File: config.mk
export PLATFORM = sky130hd
export DESIGN_NAME = processor_core
export DESIGN_NICKNAME = d
export VERILOG_FILES = /design/src/common/core_pkg.sv /design/src/rtl/fetch_unit.sv /design/src/rtl/decode_stage.sv /design/src/execute/alu.sv /design/src/execute/execute_writeback.sv /design/src/rtl/processor_core.sv
export SDC_FILE = /design/constraint.sdc
export NUM_CORES = 1
export LEC_CHECK = 0
export BUFFER_PORTS_ARGS = -buffer_cell sky130_fd_sc_hd__buf_4
export CAP_MARGIN = 20
export CORE_UTILIZATION = 55
export CTS_CLUSTER_SIZE = 12
export DETAILED_ROUTE_END_ITERATION = 16
export PLACE_DENSITY = 0.79
export SLEW_MARGIN = 10
export SYNTH_ARGS = -nofsm -noshare
export SYNTH_HDL_FRONTEND = slang
export SYNTH_SLANG_ARGS = --single-unit
File: constraint.sdc
create_clock -name clk -period 5.3 [get_ports clk]
set_input_delay 0.795 -clock clk [delete_from_list [all_inputs] [get_ports clk]]
set_output_delay 0.795 -clock clk [all_outputs]
set_load 0.01 [all_outputs]
File: src/common/core_pkg.sv
package core_pkg;

	// ------------------------------
	// Widths
	// ------------------------------
	localparam int DATA_W  = 8;
	localparam int PC_W    = 10;
	localparam int REG_W   = 3;
	localparam int DADDR_W = 8;
	localparam int OPC_W   = 5;

	// ------------------------------
	// Opcodes
	// ------------------------------
	// 0x03 to 0x05 fall through to NOP
	localparam logic [OPC_W-1:0] OPC_NOP   = 5'h00;
	localparam logic [OPC_W-1:0] OPC_ADD   = 5'h01;
	localparam logic [OPC_W-1:0] OPC_SUB   = 5'h02;
	localparam logic [OPC_W-1:0] OPC_SHL   = 5'h06;
	localparam logic [OPC_W-1:0] OPC_JMP   = 5'h07;
	localparam logic [OPC_W-1:0] OPC_LOAD  = 5'h08;
	localparam logic [OPC_W-1:0] OPC_STORE = 5'h09;
	localparam logic [OPC_W-1:0] OPC_AND   = 5'h0a;
	localparam logic [OPC_W-1:0] OPC_OR    = 5'h0b;
	localparam logic [OPC_W-1:0] OPC_NOT   = 5'h0c;
	localparam logic [OPC_W-1:0] OPC_CMP   = 5'h0d;
	localparam logic [OPC_W-1:0] OPC_JMPGT = 5'h0e;
	localparam logic [OPC_W-1:0] OPC_JMPLT = 5'h0f;
	localparam logic [OPC_W-1:0] OPC_JMPEQ = 5'h10;
	localparam logic [OPC_W-1:0] OPC_JMPC  = 5'h11;

	typedef logic [DATA_W-1:0]  data_t;
	typedef logic [PC_W-1:0]    pc_t;
	typedef logic [REG_W-1:0]   reg_addr_t;
	typedef logic [DADDR_W-1:0] dmem_addr_t;

	// ------------------------------
	// Instruction word views
	// ------------------------------
	// ALU and compare, bits 7 and 3 unused
	typedef struct packed {
		logic [OPC_W-1:0] opcode;
		reg_addr_t        dest;
		logic             rsvd_hi;
		reg_addr_t        op2;
		logic             rsvd_lo;
		reg_addr_t        op1;
	} alu_fmt_t;

	typedef struct packed {
		logic [OPC_W-1:0] opcode;
		reg_addr_t        dest;
		dmem_addr_t       addr;
	} load_fmt_t;

	// Address sits in [10:3], source register in [2:0]
	typedef struct packed {
		logic [OPC_W-1:0] opcode;
		dmem_addr_t       addr;
		reg_addr_t        op1;
	} store_fmt_t;

	typedef struct packed {
		logic [OPC_W-1:0] opcode;
		logic             rsvd;
		pc_t              target;
	} branch_fmt_t;

	// Same 16 bits, four decodings
	typedef union packed {
		alu_fmt_t    alu;
		load_fmt_t   load;
		store_fmt_t  store;
		branch_fmt_t branch;
	} instr_t;

	typedef enum logic [2:0] {
		ALU_ADD,
		ALU_SUB,
		ALU_SHL,
		ALU_AND,
		ALU_OR,
		ALU_NOT,
		ALU_PASS
	} alu_op_t;

	typedef enum logic [2:0] {
		JC_NONE,
		JC_ALWAYS,
		JC_GT,
		JC_LT,
		JC_EQ,
		JC_CARRY
	} jump_cond_t;

	// Decode to execute register contents
	typedef struct packed {
		logic       valid;
		alu_op_t    alu_op;
		logic       load;
		logic       store;
		logic       reg_write;
		logic       compare;
		logic       set_carry;
		jump_cond_t jump_cond;
		pc_t        branch_target;
		reg_addr_t  op1_addr;
		reg_addr_t  op2_addr;
		data_t      op1_data;
		data_t      op2_data;
		reg_addr_t  dest;
		dmem_addr_t mem_addr;
	} ex_bundle_t;

endpackage

File: src/rtl/fetch_unit.sv
`timescale 1ns/1ns

module fetch_unit (
	input  logic             clk,
	input  logic             reset,
	input  logic             branch_taken,
	input  core_pkg::pc_t    branch_target,
	input  core_pkg::instr_t instr_mem_data,
	output core_pkg::pc_t    prog_ctr,
	output core_pkg::instr_t dec_instr,
	output logic             dec_valid
);

	// ------------------------------
	// Program counter
	// ------------------------------
	// Branch from execute redirects at the same edge
	always_ff @(posedge clk)
	begin
		if (reset)
			prog_ctr <= '0;
		else if (branch_taken)
			prog_ctr <= branch_target;
		else
			prog_ctr <= prog_ctr + 1'b1;
	end

	// ------------------------------
	// Decode-stage instruction register
	// ------------------------------
	always_ff @(posedge clk)
	begin
		dec_instr <= instr_mem_data;
	end

	// Word fetched at a taken-branch edge is the wrong path
	always_ff @(posedge clk)
	begin
		if (reset)
			dec_valid <= 1'b0;
		else
			dec_valid <= !branch_taken;
	end

	// Sequential fetch unless redirected
	a_pc_step: assert property (@(posedge clk) disable iff (reset)
		!$past(reset) && !$past(branch_taken)
		|-> prog_ctr == core_pkg::pc_t'($past(prog_ctr) + 1'b1));

endmodule

File: src/rtl/decode_stage.sv
`timescale 1ns/1ns

module decode_stage (
	input  logic                  clk,
	input  logic                  reset,
	input  core_pkg::instr_t      dec_instr,
	input  logic                  dec_valid,
	input  logic                  branch_taken,
	input  core_pkg::data_t       op1_rd_data,
	input  core_pkg::data_t       op2_rd_data,
	input  logic                  wb_valid,
	input  core_pkg::reg_addr_t   dest_reg_addr,
	input  core_pkg::data_t       wb_data,
	output core_pkg::reg_addr_t   op1_addr,
	output core_pkg::reg_addr_t   op2_addr,
	output core_pkg::ex_bundle_t  ex_bundle
);

	core_pkg::ex_bundle_t ex_dec;
	core_pkg::ex_bundle_t ex_next;
	core_pkg::data_t      op1_fwd;
	core_pkg::data_t      op2_fwd;

	// ------------------------------
	// Opcode decoder
	// ------------------------------
	always_comb
	begin
		// NOP unless the opcode says otherwise
		ex_dec           = '0;
		ex_dec.alu_op    = core_pkg::ALU_PASS;
		ex_dec.jump_cond = core_pkg::JC_NONE;
		// Register fields sit at the same bits in every view
		op1_addr         = dec_instr.alu.op1;
		op2_addr         = dec_instr.alu.op2;
		ex_dec.dest      = dec_instr.alu.dest;
		case (dec_instr.alu.opcode)
			core_pkg::OPC_ADD:
			begin
				ex_dec.alu_op    = core_pkg::ALU_ADD;
				ex_dec.reg_write = 1'b1;
				ex_dec.set_carry = 1'b1;
			end
			core_pkg::OPC_SUB:
			begin
				ex_dec.alu_op    = core_pkg::ALU_SUB;
				ex_dec.reg_write = 1'b1;
				ex_dec.set_carry = 1'b1;
			end
			core_pkg::OPC_SHL:
			begin
				ex_dec.alu_op    = core_pkg::ALU_SHL;
				ex_dec.reg_write = 1'b1;
				ex_dec.set_carry = 1'b1;
			end
			core_pkg::OPC_AND:
			begin
				ex_dec.alu_op    = core_pkg::ALU_AND;
				ex_dec.reg_write = 1'b1;
			end
			core_pkg::OPC_OR:
			begin
				ex_dec.alu_op    = core_pkg::ALU_OR;
				ex_dec.reg_write = 1'b1;
			end
			core_pkg::OPC_NOT:
			begin
				ex_dec.alu_op    = core_pkg::ALU_NOT;
				ex_dec.reg_write = 1'b1;
			end
			// Subtract for flags only
			core_pkg::OPC_CMP:
			begin
				ex_dec.alu_op  = core_pkg::ALU_SUB;
				ex_dec.compare = 1'b1;
			end
			core_pkg::OPC_LOAD:
			begin
				ex_dec.load      = 1'b1;
				ex_dec.reg_write = 1'b1;
				ex_dec.mem_addr  = dec_instr.load.addr;
			end
			// Store data goes through the ALU as a pass of op1
			core_pkg::OPC_STORE:
			begin
				ex_dec.store    = 1'b1;
				ex_dec.mem_addr = dec_instr.store.addr;
			end
			core_pkg::OPC_JMP:
				ex_dec.jump_cond = core_pkg::JC_ALWAYS;
			core_pkg::OPC_JMPGT:
				ex_dec.jump_cond = core_pkg::JC_GT;
			core_pkg::OPC_JMPLT:
				ex_dec.jump_cond = core_pkg::JC_LT;
			core_pkg::OPC_JMPEQ:
				ex_dec.jump_cond = core_pkg::JC_EQ;
			core_pkg::OPC_JMPC:
				ex_dec.jump_cond = core_pkg::JC_CARRY;
			default:
			begin
				// Unknown and dropped logical opcodes stay NOP
			end
		endcase
		ex_dec.branch_target = dec_instr.branch.target;
		ex_dec.op1_addr      = op1_addr;
		ex_dec.op2_addr      = op2_addr;
		ex_dec.valid         = dec_valid && !branch_taken;
	end

	// ------------------------------
	// Forwarding from writeback
	// ------------------------------
	// Producer two ahead has not reached the register file yet
	assign op1_fwd = (wb_valid && dest_reg_addr == op1_addr) ? wb_data : op1_rd_data;
	assign op2_fwd = (wb_valid && dest_reg_addr == op2_addr) ? wb_data : op2_rd_data;

	always_comb
	begin
		ex_next          = ex_dec;
		ex_next.op1_data = op1_fwd;
		ex_next.op2_data = op2_fwd;
	end

	// Decode to execute register
	always_ff @(posedge clk)
	begin
		ex_bundle <= ex_next;
		if (reset)
			ex_bundle.valid <= 1'b0;
	end

	// Store never writes a register and is never a load
	a_enables_exclusive: assert property (@(posedge clk) disable iff (reset)
		ex_bundle.valid && ex_bundle.store |-> !(ex_bundle.load || ex_bundle.reg_write));

endmodule

File: src/execute/alu.sv
`timescale 1ns/1ns

module alu (
	input  core_pkg::alu_op_t alu_op,
	input  core_pkg::data_t   op_a,
	input  core_pkg::data_t   op_b,
	output core_pkg::data_t   result,
	output logic              carry_out,
	output logic              gt,
	output logic              lt,
	output logic              eq
);

	// ------------------------------
	// Datapath
	// ------------------------------
	always_comb
	begin
		result    = op_a;
		carry_out = 1'b0;
		case (alu_op)
			core_pkg::ALU_ADD:
				{carry_out, result} = {1'b0, op_a} + {1'b0, op_b};
			// Two's complement, carry set means no borrow
			core_pkg::ALU_SUB:
				{carry_out, result} = {1'b0, op_a} + {1'b0, ~op_b} + 1'b1;
			core_pkg::ALU_SHL:
			begin
				carry_out = op_a[core_pkg::DATA_W-1];
				result    = {op_a[core_pkg::DATA_W-2:0], 1'b0};
			end
			core_pkg::ALU_AND:
				result = op_a & op_b;
			core_pkg::ALU_OR:
				result = op_a | op_b;
			core_pkg::ALU_NOT:
				result = ~op_a;
			default:
				result = op_a;
		endcase
	end

	// ------------------------------
	// Compare flags
	// ------------------------------
	// Meaningful only after a subtract
	assign eq = (result == '0);
	assign gt = carry_out && !eq;
	assign lt = !carry_out && !eq;

endmodule

File: src/execute/execute_writeback.sv
`timescale 1ns/1ns

module execute_writeback (
	input  logic                  clk,
	input  logic                  reset,
	input  core_pkg::ex_bundle_t  ex_bundle,
	input  core_pkg::data_t       datamem_rd_data,
	output logic                  branch_taken,
	output core_pkg::pc_t         branch_target,
	output logic                  wb_valid,
	output core_pkg::reg_addr_t   dest_reg_addr,
	output core_pkg::data_t       wb_data,
	output logic                  reg_wr_en,
	output logic                  store_to_mem,
	output core_pkg::dmem_addr_t  data_rd_addr,
	output core_pkg::dmem_addr_t  data_wr_addr
);

	// Writeback register contents
	typedef struct packed {
		logic                 reg_write;
		logic                 store;
		logic                 load;
		core_pkg::data_t      result;
		core_pkg::dmem_addr_t mem_addr;
		core_pkg::reg_addr_t  dest;
	} wb_reg_t;

	wb_reg_t         wb_q;
	core_pkg::data_t op_a;
	core_pkg::data_t op_b;
	core_pkg::data_t alu_result;
	logic            alu_carry;
	logic            alu_gt;
	logic            alu_lt;
	logic            alu_eq;
	logic            gt_q;
	logic            lt_q;
	logic            eq_q;
	logic            carry_q;
	logic            cond_met;

	// ------------------------------
	// Execute forwarding
	// ------------------------------
	// Producer directly ahead is now in writeback
	assign op_a = (wb_valid && dest_reg_addr == ex_bundle.op1_addr) ? wb_data
		: ex_bundle.op1_data;
	assign op_b = (wb_valid && dest_reg_addr == ex_bundle.op2_addr) ? wb_data
		: ex_bundle.op2_data;

	alu u_alu (
		.alu_op    (ex_bundle.alu_op),
		.op_a      (op_a),
		.op_b      (op_b),
		.result    (alu_result),
		.carry_out (alu_carry),
		.gt        (alu_gt),
		.lt        (alu_lt),
		.eq        (alu_eq)
	);

	// ------------------------------
	// Branch decision
	// ------------------------------
	always_comb
	begin
		case (ex_bundle.jump_cond)
			core_pkg::JC_ALWAYS: cond_met = 1'b1;
			core_pkg::JC_GT:     cond_met = gt_q;
			core_pkg::JC_LT:     cond_met = lt_q;
			core_pkg::JC_EQ:     cond_met = eq_q;
			core_pkg::JC_CARRY:  cond_met = carry_q;
			default:             cond_met = 1'b0;
		endcase
	end

	assign branch_taken  = ex_bundle.valid && cond_met;
	assign branch_target = ex_bundle.branch_target;

	// Flags commit as the setter leaves execute
	always_ff @(posedge clk)
	begin
		if (reset)
		begin
			gt_q    <= 1'b0;
			lt_q    <= 1'b0;
			eq_q    <= 1'b0;
			carry_q <= 1'b0;
		end
		else
		begin
			if (ex_bundle.valid && ex_bundle.compare)
			begin
				gt_q <= alu_gt;
				lt_q <= alu_lt;
				eq_q <= alu_eq;
			end
			if (ex_bundle.valid && ex_bundle.set_carry)
				carry_q <= alu_carry;
		end
	end

	// ------------------------------
	// Writeback register
	// ------------------------------
	always_ff @(posedge clk)
	begin
		wb_q.load     <= ex_bundle.load;
		wb_q.result   <= alu_result;
		wb_q.mem_addr <= ex_bundle.mem_addr;
		wb_q.dest     <= ex_bundle.dest;
		// Squashed slots carry no enables
		if (reset)
		begin
			wb_q.reg_write <= 1'b0;
			wb_q.store     <= 1'b0;
		end
		else
		begin
			wb_q.reg_write <= ex_bundle.valid && ex_bundle.reg_write;
			wb_q.store     <= ex_bundle.valid && ex_bundle.store;
		end
	end

	// Async data memory read lands in the same cycle
	assign wb_data       = wb_q.load ? datamem_rd_data : wb_q.result;
	assign wb_valid      = wb_q.reg_write;
	assign reg_wr_en     = wb_q.reg_write;
	assign store_to_mem  = wb_q.store;
	assign dest_reg_addr = wb_q.dest;
	assign data_rd_addr  = wb_q.mem_addr;
	assign data_wr_addr  = wb_q.mem_addr;

	a_single_commit: assert property (@(posedge clk) disable iff (reset)
		!(reg_wr_en && store_to_mem));

endmodule

File: src/rtl/processor_core.sv
`timescale 1ns/1ns

module processor_core (
	input  logic                  clk,
	input  logic                  reset,
	input  core_pkg::instr_t      instr_mem_data,
	output core_pkg::pc_t         prog_ctr,
	output core_pkg::reg_addr_t   op1_addr,
	output core_pkg::reg_addr_t   op2_addr,
	input  core_pkg::data_t       op1_rd_data,
	input  core_pkg::data_t       op2_rd_data,
	output logic                  reg_wr_en,
	output core_pkg::reg_addr_t   dest_reg_addr,
	output core_pkg::data_t       wb_data,
	output logic                  store_to_mem,
	output core_pkg::dmem_addr_t  data_rd_addr,
	output core_pkg::dmem_addr_t  data_wr_addr,
	input  core_pkg::data_t       datamem_rd_data
);

	core_pkg::instr_t     dec_instr;
	core_pkg::ex_bundle_t ex_bundle;
	core_pkg::pc_t        branch_target;
	logic                 dec_valid;
	logic                 branch_taken;
	logic                 wb_valid;

	// Fetch and decode register
	fetch_unit u_fetch (
		.clk            (clk),
		.reset          (reset),
		.branch_taken   (branch_taken),
		.branch_target  (branch_target),
		.instr_mem_data (instr_mem_data),
		.prog_ctr       (prog_ctr),
		.dec_instr      (dec_instr),
		.dec_valid      (dec_valid)
	);

	decode_stage u_decode (
		.clk           (clk),
		.reset         (reset),
		.dec_instr     (dec_instr),
		.dec_valid     (dec_valid),
		.branch_taken  (branch_taken),
		.op1_rd_data   (op1_rd_data),
		.op2_rd_data   (op2_rd_data),
		.wb_valid      (wb_valid),
		.dest_reg_addr (dest_reg_addr),
		.wb_data       (wb_data),
		.op1_addr      (op1_addr),
		.op2_addr      (op2_addr),
		.ex_bundle     (ex_bundle)
	);

	// Execute plus writeback, owns the flags
	execute_writeback u_exwb (
		.clk             (clk),
		.reset           (reset),
		.ex_bundle       (ex_bundle),
		.datamem_rd_data (datamem_rd_data),
		.branch_taken    (branch_taken),
		.branch_target   (branch_target),
		.wb_valid        (wb_valid),
		.dest_reg_addr   (dest_reg_addr),
		.wb_data         (wb_data),
		.reg_wr_en       (reg_wr_en),
		.store_to_mem    (store_to_mem),
		.data_rd_addr    (data_rd_addr),
		.data_wr_addr    (data_wr_addr)
	);

endmodule

==> results of run 1 <==
-- power groups by stage --
stage | registers, mW | logic [mW] | clock network [mW]
3_5_place_dp | 0.837 | 0.254 | 0
5_1_grt | 0.825 | 0.283 | 0.515
3_3_place_gp | 0.836 | 0.249 | 0
6_report | 0.820 | 0.257 | 0.476
2_1_floorplan | 0.822 | 0.183 | 0
4_1_cts | 0.820 | 0.256 | 0.483
-- flip-flops by register name (all words and copies together) (netlist names), 3 cells and up --
name and flops:
u_exwb.dest_reg_addr 3, u_fetch.prog_ctr 10, u_decode.ex_bundle 47, u_fetch.dec_instr 16
u_exwb.wb_q 9, u_exwb.data_rd_addr 8
-- through the flow --
step                total power [mW]  worst slack, ps
finish                          1.55             1010
global route                    1.62              702
CTS                             1.56             1040
detailed placement              1.09             1090
global placement                1.08             1220
floorplan                       1.01             1670
-- worst max path at each step --
| stage | from | to | slack [ps] | depth (start not counted) |
|---|---|---|---|---|
| 2_1_floorplan | datamem_rd_data[0] | u_exwb.lt_q | 1670 | 14 |
| 3_3_place_gp | datamem_rd_data[0] | u_exwb.gt_q | 1220 | 15 |
| 3_5_place_dp | u_exwb.dest_reg_addr[2] | u_exwb.lt_q | 1090 | 13 |
| 4_1_cts | u_exwb.dest_reg_addr[2] | u_exwb.lt_q | 1040 | 13 |
| 5_1_grt | u_exwb.dest_reg_addr[2] | u_exwb.lt_q | 700 | 14 |
| 6_report | u_exwb.dest_reg_addr[2] | u_exwb.lt_q | 1010 | 13 |
-- logic make-up after synthesis --
kind of cell    count (synthesis)  share of synthesized area, %
compound gates                114                          16.1
xor+xnor                       24                          4.80
fa+ha+maj                      29                          7.80
buf+inv                        87                          9.22
flops                         100                          41.3
mux                            33                          7.28
simple gates                  137                          13.5
-- layout make-up --
class                      instances  area share (%)
tap                              105            2.37
inverter                          36            2.44
sequential                       100            36.2
clock inverter                     7            1.45
timing repair buffer              89            12.1
multi-input combinational        337            43.3
clock buffer                       9            2.24
-- layout by cell type, fill, tap and decap left out, types with 6 or more instances in the layout --
cell	count
dfxtp_1	100
buf_4	89
nor2_1	47
nand2_1	38
inv_1	33
ha_1	27
o21ai_0	24
mux2i_1	19
a21oi_1	18
xnor2_1	16
a211oi_1	16
mux2_2	12
nand3_1	9
clkbuf_8	9
nor3_1	8
o22ai_1	7
nand4_1	6
a21o_1	6
and3_1	6
-- routing by layer --
layer / GRT usage [%] / vias to the layer above / routed length (microns)
met3: 5.37 / 25 / 633
met1: 27.5 / 1833 / 4430
li1: - / 1879 / -
met5: 0 / - / 0
met2: 45.0 / 135 / 5580
met4: 10.7 / 0 / 314
==> qor.csv, run 1 <==
metric;value;unit
final_nets;644;
cts_root_buf;clkbuf_8;
synth_most_common_cell;dfxtp_1;
hp-start;u_decode.ex_bundle[2];
ir_worst_vdd;0.234;mV
dieArea;0.00919;sq mm
drc;0;
p_per_area;281;mW/mm^2
regArea;0.00200;sq mm
placed_cell_area;0.00533;sq mm
crit_buf_inv;1;
fillers;690;
crit_top_cell;nor3_1;
first_pass_iters;5;
worstPathArrival;4540;ps
internal_power;1.10;mW
cp_data_required_time;5560;ps
synth-edff-count;0;
r2r_end;u_exwb.lt_q;
fmax;233;MHz
grt_pass1_vias;3662;
switching_share;29.4;%
drtIter0Drc;201;
ant_nets;0;
max_stage_delay;630;ps
synth_top_area_share;41.3;%
syn_nets;595;
post-dp-hpwl;8290;microns
setup_viol;0;
synth-seq-area-share;41.3;%
die_h;95.9;microns
core-area;0.00838;sq mm
synth_top_cell_by_area;dfxtp_1;
crit_slowest_cell;o21ai_0;
maxSlewHeadroom;55.5;%
vias;3872;
clkLatencyLatePin;360;ps
finalHoldViolCount;0;
dp.cells;667;
start_util;57.8;%
crit_type;reg -> reg;
cp_cell_sequence;xnor2_1 > nand4_1 > o21ai_0 > inv_1 > ha_1 > nor3_1 > nor3_1 > mux2_2 > nor3_1 > a21oi_1 > nor4b_1 > nand4_1 > a32o_1;
antenna_found_initial;0;
hold_buffers;0;
io_pins;87;
synthArstFlopShare;0;%
cap_violations;0;
fin_util;66.1;%
r2r-start;u_exwb.dest_reg_addr[2];
multi_input_area;0.00240;sq mm
wl;11000;microns
syn_inst;524;
grt_max_degree;35;
syn_area;0.00485;sq mm
synth.yosys.warnings;0;
holdWs;339;ps
tightestPinTransition;667;ps
h-tree-depth;3;
rsz0062_at_grt;no;
fin_area;0.00554;sq mm
hp-class;reg -> reg;
clkPwrFrac;30.6;%
rows;33;
cp_top_family;simple AND/OR/NAND/NOR gates;
synth.distinct_cells;63;
die_x;95.9;microns
slew_violations;0;
grt_use_total;24.7;%
synth_commonest_cells;100 x dfxtp_1, 47 x nor2_1, 38 x nand2_1;
num_antenna_cells;0;
final_cells;683;
r2r_cells;13;
postCtsSetupRepairBufs;0;
finClkSkew;10.7;ps
min_path_cells;0;
viasPerCell;5.67;
area_growth_syn_to_layout;14.3;%
io_buffers;86;
clock_sinks;100;
min_to;u_exwb.data_rd_addr[2];
overflow;0;
synthTopCellsByArea;dfxtp_1 41%, ha_1 7.0%, mux2i_1 3.9%;
grt_pass1_wl;17300;microns
post-route-min-period;4290;ps
syn_avg_cell_area;9.25;sq um
routedWlPerCell;16.0;microns
r2r_setup_slack;1010;ps
power_frac_comb;16.6;%
critPathLaunchType;flop;
cp-end-kind;flop;
leakage;2.49;nW
seq_power_share;52.8;%
place_congestion;0.968;
ys_dominant_reg_cell;dfxtp_1;
status;complete, no violations;
synth_seq_cells;100;
drive_gt1_share;23.0;%
clk_path_buf_depth;2;
ctsResizeCount;0;
final.period_utilization;80.9;%
power.switching;0.457;mW
cts_tree;done;
tns;0;ps
clkTransAtPathRegs;110;ps
crit_fanout;14;
cts_made_buffers;9;
No activity file was read; power rests on OpenSTA's default activity.
==> run 2, diff against run 1 <==
==> constraint.sdc (replaced) <==
create_clock -name clk -period 4 [get_ports clk]
set_input_delay 0.6 -clock clk [delete_from_list [all_inputs] [get_ports clk]]
set_output_delay 0.6 -clock clk [all_outputs]
set_load 0.01 [all_outputs]
==> run 2 against run 1 <==
Net effect: die area did not move; register-to-register slack got worse by 800 ps; clock skew about the same; critical path depth grew 2; critical path type unchanged; critical endpoint is now u_exwb.gt_q; largest power group unchanged.
==> qor.csv, run 2 (synthesis results as in run 1) <==
metric;value;unit;change
tightestPinTransition;668;ps;+1.32 ps
cp-startpoint;u_exwb.dest_reg_addr[2];;
largest_register;u_decode.ex_bundle;;
grt_pass1_wl;17700;microns;+2.5%
setup_viol;0;;unchanged
maxSlewHeadroom;55.4;%;-0.088 points
hp-class;in -> reg;;
cts_root_buf;clkbuf_8;;
cts_tree;done;;
rsz0062_at_grt;no;;
final.period_utilization;94.8;%;+14 points
drive_gt1_share;26.4;%;+3.4 points
drc;0;;unchanged
crit_type;reg -> reg;;
post-dp-hpwl;8470;microns;+2.2%
regArea;0.00200;sq mm;about the same
status;complete, no violations;;
dieArea;0.00919;sq mm;unchanged
h-tree-depth;3;;unchanged
tns;0;ps;unchanged
vias;3975;;+2.7%
num_antenna_cells;0;;unchanged
first_pass_iters;4;;-1
rows;33;;unchanged
hold_buffers;0;;unchanged
leakage;2.62;nW;+4.9%
grt_max_degree;22;;-37%
start_util;57.8;%;unchanged
largest_reg_flops;47;;unchanged
die_x;95.9;microns;unchanged
multi_input_area;0.00246;sq mm;+2.7%
top_regs;u_decode.ex_bundle x47, u_fetch.dec_instr x16, u_fetch.prog_ctr x10;;
final_nets;665;;+3.3%
crit_fanout;5;;-9
finClkSkew;10.9;ps;+0.226 ps
core-area;0.00838;sq mm;unchanged
cp-end-kind;flop;;
critPathLaunchType;flop;;
cts_made_buffers;9;;unchanged
cp_data_required_time;4260;ps;-1300 ps
io_pins;87;;unchanged
grt_use_total;25.2;%;+0.51 points
grt_pass1_vias;3772;;+3.0%
drtIter0Drc;141;;-30%
cap_violations;0;;unchanged
hp-start;instr_mem_data[14];;
slew_violations;0;;unchanged
wl;11300;microns;+3.6%
fin_util;68.9;%;+2.8 points
finalHoldViolCount;0;;unchanged
overflow;0;;unchanged
place_congestion;0.901;;-6.9%
io_buffers;86;;unchanged
worstPathArrival;4050;ps;-490 ps
clkLatencyLatePin;360;ps;about the same
r2r-start;u_exwb.dest_reg_addr[2];;
die_h;95.9;microns;unchanged
area_growth_syn_to_layout;19.2;%;
final_cell_mix;109 x buf_4, 99 x dfxtp_1, 46 x nor2_1, 38 x nand2_1, 33 x inv_1;;
fillers;633;;-8.3%
routedWlPerCell;16.1;microns;+0.49%
ir_worst_vdd;0.322;mV;+38%
final_common_cell;buf_4;;
post-route-min-period;3790;ps;-496 ps
ant_nets;0;;unchanged
fmax;264;MHz;+13%
viasPerCell;5.65;;-0.40%
clk_path_buf_depth;2;;unchanged
antenna_found_initial;0;;unchanged
clkTransAtPathRegs;110;ps;about the same
p_per_area;373;mW/mm^2;+33%
clock_sinks;100;;unchanged
==> run 2: worst paths after layout <==
| check | endpoint | slack [ps] | cells after the start |
|---|---|---|---|
| setup / recovery | u_exwb.gt_q | 210 | 15 |
| hold / removal | u_fetch.dec_instr[14] | 330 | 1 |
| setup reg to reg | u_exwb.gt_q | 210 | 15 |
| hold reg to reg | u_exwb.data_rd_addr[7] | 340 | 0 |
==> run 2: routing by layer <==
layer	global-route usage [%]	vias to the layer above	wire, microns
met4	10.3	0	320
met1	28.1	1887	4640
met3	4.66	23	632
met2	46.8	141	5760
met5	0	-	0
li1	-	1924	-
==> run 2: area by class of cell <==
cell class                      instances  area share, %
Clock buffer                            9           2.14
Multi-Input combinational cell        338           42.6
Sequential cell                       100           34.7
Clock inverter                          7           1.78
Timing Repair Buffer                  109           14.2
Inverter                               36           2.34
Tap cell                              105           2.27
==> run 2: repair_timing <==
| item | 4_1_cts | 5_1_grt |
|---|---|---|
| endpoints found under the setup margin | 0 | 3 |
| setup buffers | 0 | 2 |
| gates resized for setup | 0 | 9 |
==> run 2: worst max-delay path, cell delays in order, from the launching register on <==
cell and delay (ps):
dfxtp_1 340, buf_4 170, xnor2_4 230, nand4_4 220
a21oi_2 240, inv_2 70, ha_1 240, fa_1 450
nor2_1 130, a211oi_1 70, o31ai_1 310, a31oi_1 80
a221o_1 340, nor4_2 320, nand4_1 230, a32o_1 260
==> run 2: power by group <==
group / switching [mW] / internal [mW]
Sequential: 0.0442 / 1.05
Clock: 0.381 / 0.312
Combinational: 0.191 / 0.181
==> run 2: metrics by stage <==
| stage | power [mW] | hold WS (ps) | worst slack [ps] | std cells | instance area [sq um] |
|---|---|---|---|---|---|
| after floorplan | 1.33 | 310 | 528 | 524 | 4850 |
| after global placement | 1.46 | 312 | 309 | 685 | 5470 |
| after detailed placement | 1.47 | 314 | 111 | 685 | 5470 |
| after CTS | 2.15 | 321 | 68.0 | 701 | 5700 |
| after global routing | 2.25 | 311 | 11.0 | 704 | 5780 |
| final | 2.15 | 333 | 208 | 704 | 5780 |
==> run 3, diff against run 2 <==
--- a/config.mk
+++ b/config.mk
@@ -7,10 +7,12 @@
 export LEC_CHECK = 0
 export BUFFER_PORTS_ARGS = -buffer_cell sky130_fd_sc_hd__buf_4
 export CAP_MARGIN = 20
-export CORE_UTILIZATION = 55
+export CELL_PAD_IN_SITES_DETAIL_PLACEMENT = 1
+export CELL_PAD_IN_SITES_GLOBAL_PLACEMENT = 1
+export CORE_UTILIZATION = 42
 export CTS_CLUSTER_SIZE = 12
 export DETAILED_ROUTE_END_ITERATION = 16
-export PLACE_DENSITY = 0.79
+export PLACE_DENSITY_LB_ADDON = 0.1
 export SLEW_MARGIN = 10
 export SYNTH_ARGS = -nofsm -noshare
 export SYNTH_HDL_FRONTEND = slang
==> run 3 against run 2 <==
Net effect: fmax shrank 3.5%; hold slack worse by 5.6 ps; via count rose by 0.70%; clock-buffer cell count rose by 1; sequential share of layout area shrank 1.3 points; sequential power barely moved; flip-flop and latch count stayed put; first-iteration DRC count grew 23%; core utilization decreased by 14 points; cell area increased by 4.0%; global-route usage shrank 2.1 points; critical path type unchanged; largest cell class unchanged.
==> qor.csv, run 3 (synthesis results as in run 1) <==
metric;value;unit;change
maxSlewHeadroom;47.6;%;-7.8 points
leakage;2.68;nW;+2.6%
clk_path_buf_depth;2;;unchanged
drc;0;;unchanged
final_cell_mix;117 x buf_4, 97 x dfxtp_1, 46 x nor2_1, 38 x nand2_1, 33 x inv_1;;
hp-start;u_decode.ex_bundle[4];;
place_congestion;0.831;;-7.8%
r2r_setup_slack;70;ps;-140 ps
hold_buffers;0;;unchanged
dp.cells;725;;+5.8%
critPathLaunchType;flop;;
ant_nets;0;;unchanged
cts_root_buf;clkbuf_16;;
clock_sinks;100;;unchanged
post-route-worst-setup-slack;69.5;ps;-138 ps
post-route-min-period;3930;ps;+138 ps
largest_reg_flops;47;;unchanged
cts_tree;done;;
r2r-start;u_exwb.dest_reg_addr[1];;
clkLatencyLatePin;340;ps;-20 ps
cp-end-kind;flop;;
fillers;1284;;+100%
final.period_utilization;98.3;%;+3.5 points
cap_violations;0;;unchanged
r2r_end;u_exwb.lt_q;;
fmax;254;MHz;-3.5%
ir_worst_vdd;0.219;mV;-32%
rows;38;;+15%
cts_made_buffers;9;;unchanged
die_x;109;microns;+14%
place_ws;38.6;ps;-72.7 ps
grt_max_degree;22;;unchanged
min_to;u_exwb.data_rd_addr[4];;
slew_violations;0;;unchanged
final_cells;746;;+6.0%
grt_pass1_vias;4020;;+6.6%
top_regs;u_decode.ex_bundle x47, u_fetch.dec_instr x16, u_fetch.prog_ctr x10;;
drive_gt1_share;29.0;%;+2.7 points
status;complete, no violations;;
p_per_area;392;mW/mm^2;+5.0%
final_common_cell;buf_4;;
io_buffers;86;;unchanged
h-tree-depth;3;;unchanged
r2r_cells;14;;-1
grt_pass1_wl;20700;microns;+17%
fin_util;54.5;%;-14 points
finClkSkew;7.34;ps;-3.59 ps
clkTransAtPathRegs;70;ps;-40 ps
viasPerCell;5.37;;-5.0%
setup_viol;0;;unchanged
dieArea;0.0120;sq mm;+30%
io_pins;87;;unchanged
hp-class;reg -> reg;;
finalHoldViolCount;0;;unchanged
die_h;109;microns;+14%
cp_data_required_time;4230;ps;-30 ps
first_pass_iters;4;;unchanged
antenna_found_initial;0;;unchanged
num_antenna_cells;0;;unchanged
worstPathArrival;4160;ps;+110 ps
core-area;0.0110;sq mm;+32%
post-dp-hpwl;10100;microns;+19%
start_util;43.9;%;-14 points
wl;13800;microns;+21%
vias;4003;;+0.70%
min_path_cells;0;;-1
holdWs;328;ps;-5.63 ps
tns;0;ps;unchanged
overflow;0;;unchanged
area_growth_syn_to_layout;24.0;%;
routedWlPerCell;18.5;microns;+15%
drtIter0Drc;174;;+23%
crit_fanout;10;;+5
largest_register;u_decode.ex_bundle;;
final_nets;673;;+1.2%
grt_use_total;23.1;%;-2.1 points
crit_type;reg -> reg;;
tightestPinTransition;786;ps;+117 ps
[run 3: changes by cell type in the layout (fill, tap and decap cells not counted), sizes merged]
cell      before  now
inv           38   36
clkinv         4    2
buf          109  117
clkbuf         9   10
clkinvlp       0    2
[run 3: through the flow]
step | total power [mW] | instance area (sq um)
after floorplan | 1.33 | 4850
after global placement | 1.47 | 5550
after detailed placement | 1.49 | 5550
after CTS | 2.34 | 5840
after global routing | 2.45 | 6010
final | 2.35 | 6010
[run 3: layout make-up]
| type | instances | area (sq um) | area share [%] |
|---|---|---|---|
| Multi-Input combinational cell | 338 | 2520 | 42.0 |
| Inverter | 36 | 135 | 2.25 |
| Timing Repair Buffer | 117 | 878 | 14.6 |
| Clock inverter | 5 | 62.6 | 1.04 |
| Sequential cell | 100 | 2010 | 33.4 |
| Clock buffer | 10 | 229 | 3.81 |
| Tap cell | 140 | 175 | 2.92 |
[run 3: power breakdown]
part / switching, mW / leakage (nW) / total [mW] / internal (mW)
Sequential: 0.0493 / 0.830 / 1.10 / 1.05
Combinational: 0.209 / 1.72 / 0.399 / 0.190
Clock: 0.373 / 0.135 / 0.858 / 0.485
Total: 0.631 / 2.68 / 2.35 / 1.72
[run 3: worst max-delay path by stage]
| stage | depth (start not counted) | slack [ps] | end | start |
|---|---|---|---|---|
| global placement | 15 | 220 | u_exwb.gt_q | datamem_rd_data[1] |
| detailed placement | 15 | 40 | u_exwb.lt_q | datamem_rd_data[0] |
| finish | 14 | 70 | u_exwb.lt_q | u_exwb.dest_reg_addr[1] |
| floorplan | 15 | 530 | u_exwb.lt_q | u_exwb.dest_reg_addr[1] |
| global route | 15 | -60 | u_exwb.lt_q | u_exwb.dest_reg_addr[1] |
| CTS | 14 | 2 | u_exwb.lt_q | u_exwb.dest_reg_addr[0] |
[run 3: timing repair]
item                                    in CTS  in global routing
gates cloned                                 0                  1
endpoints found under the hold margin        0                  0
resized for setup                            1                 24
endpoints found under the setup margin       1                  3
pin swaps                                    0                  5
buffers inserted                             0                  5
[run 3: critical path, stage by stage, from the launching register on]
cell	delay, ps
dfxtp_1	330
buf_4	170
xnor2_4	220
nand4_4	200
buf_4	190
mux2_2	310
ha_1	430
and3_1	230
a22oi_1	330
a211oi_1	150
xnor2_1	150
a32o_1	300
nor4_4	290
nand4_1	240
a32o_1	270
[run 3: metal layers]
| layer | vias up | track usage, % | wire [microns] |
|---|---|---|---|
| met3 | 20 | 4.51 | 572 |
| met1 | 1942 | 28.2 | 6020 |
| li1 | 1942 | - | - |
| met2 | 99 | 41.8 | 6990 |
| met5 | - | 0 | 0 |
| met4 | 0 | 4.95 | 205 |
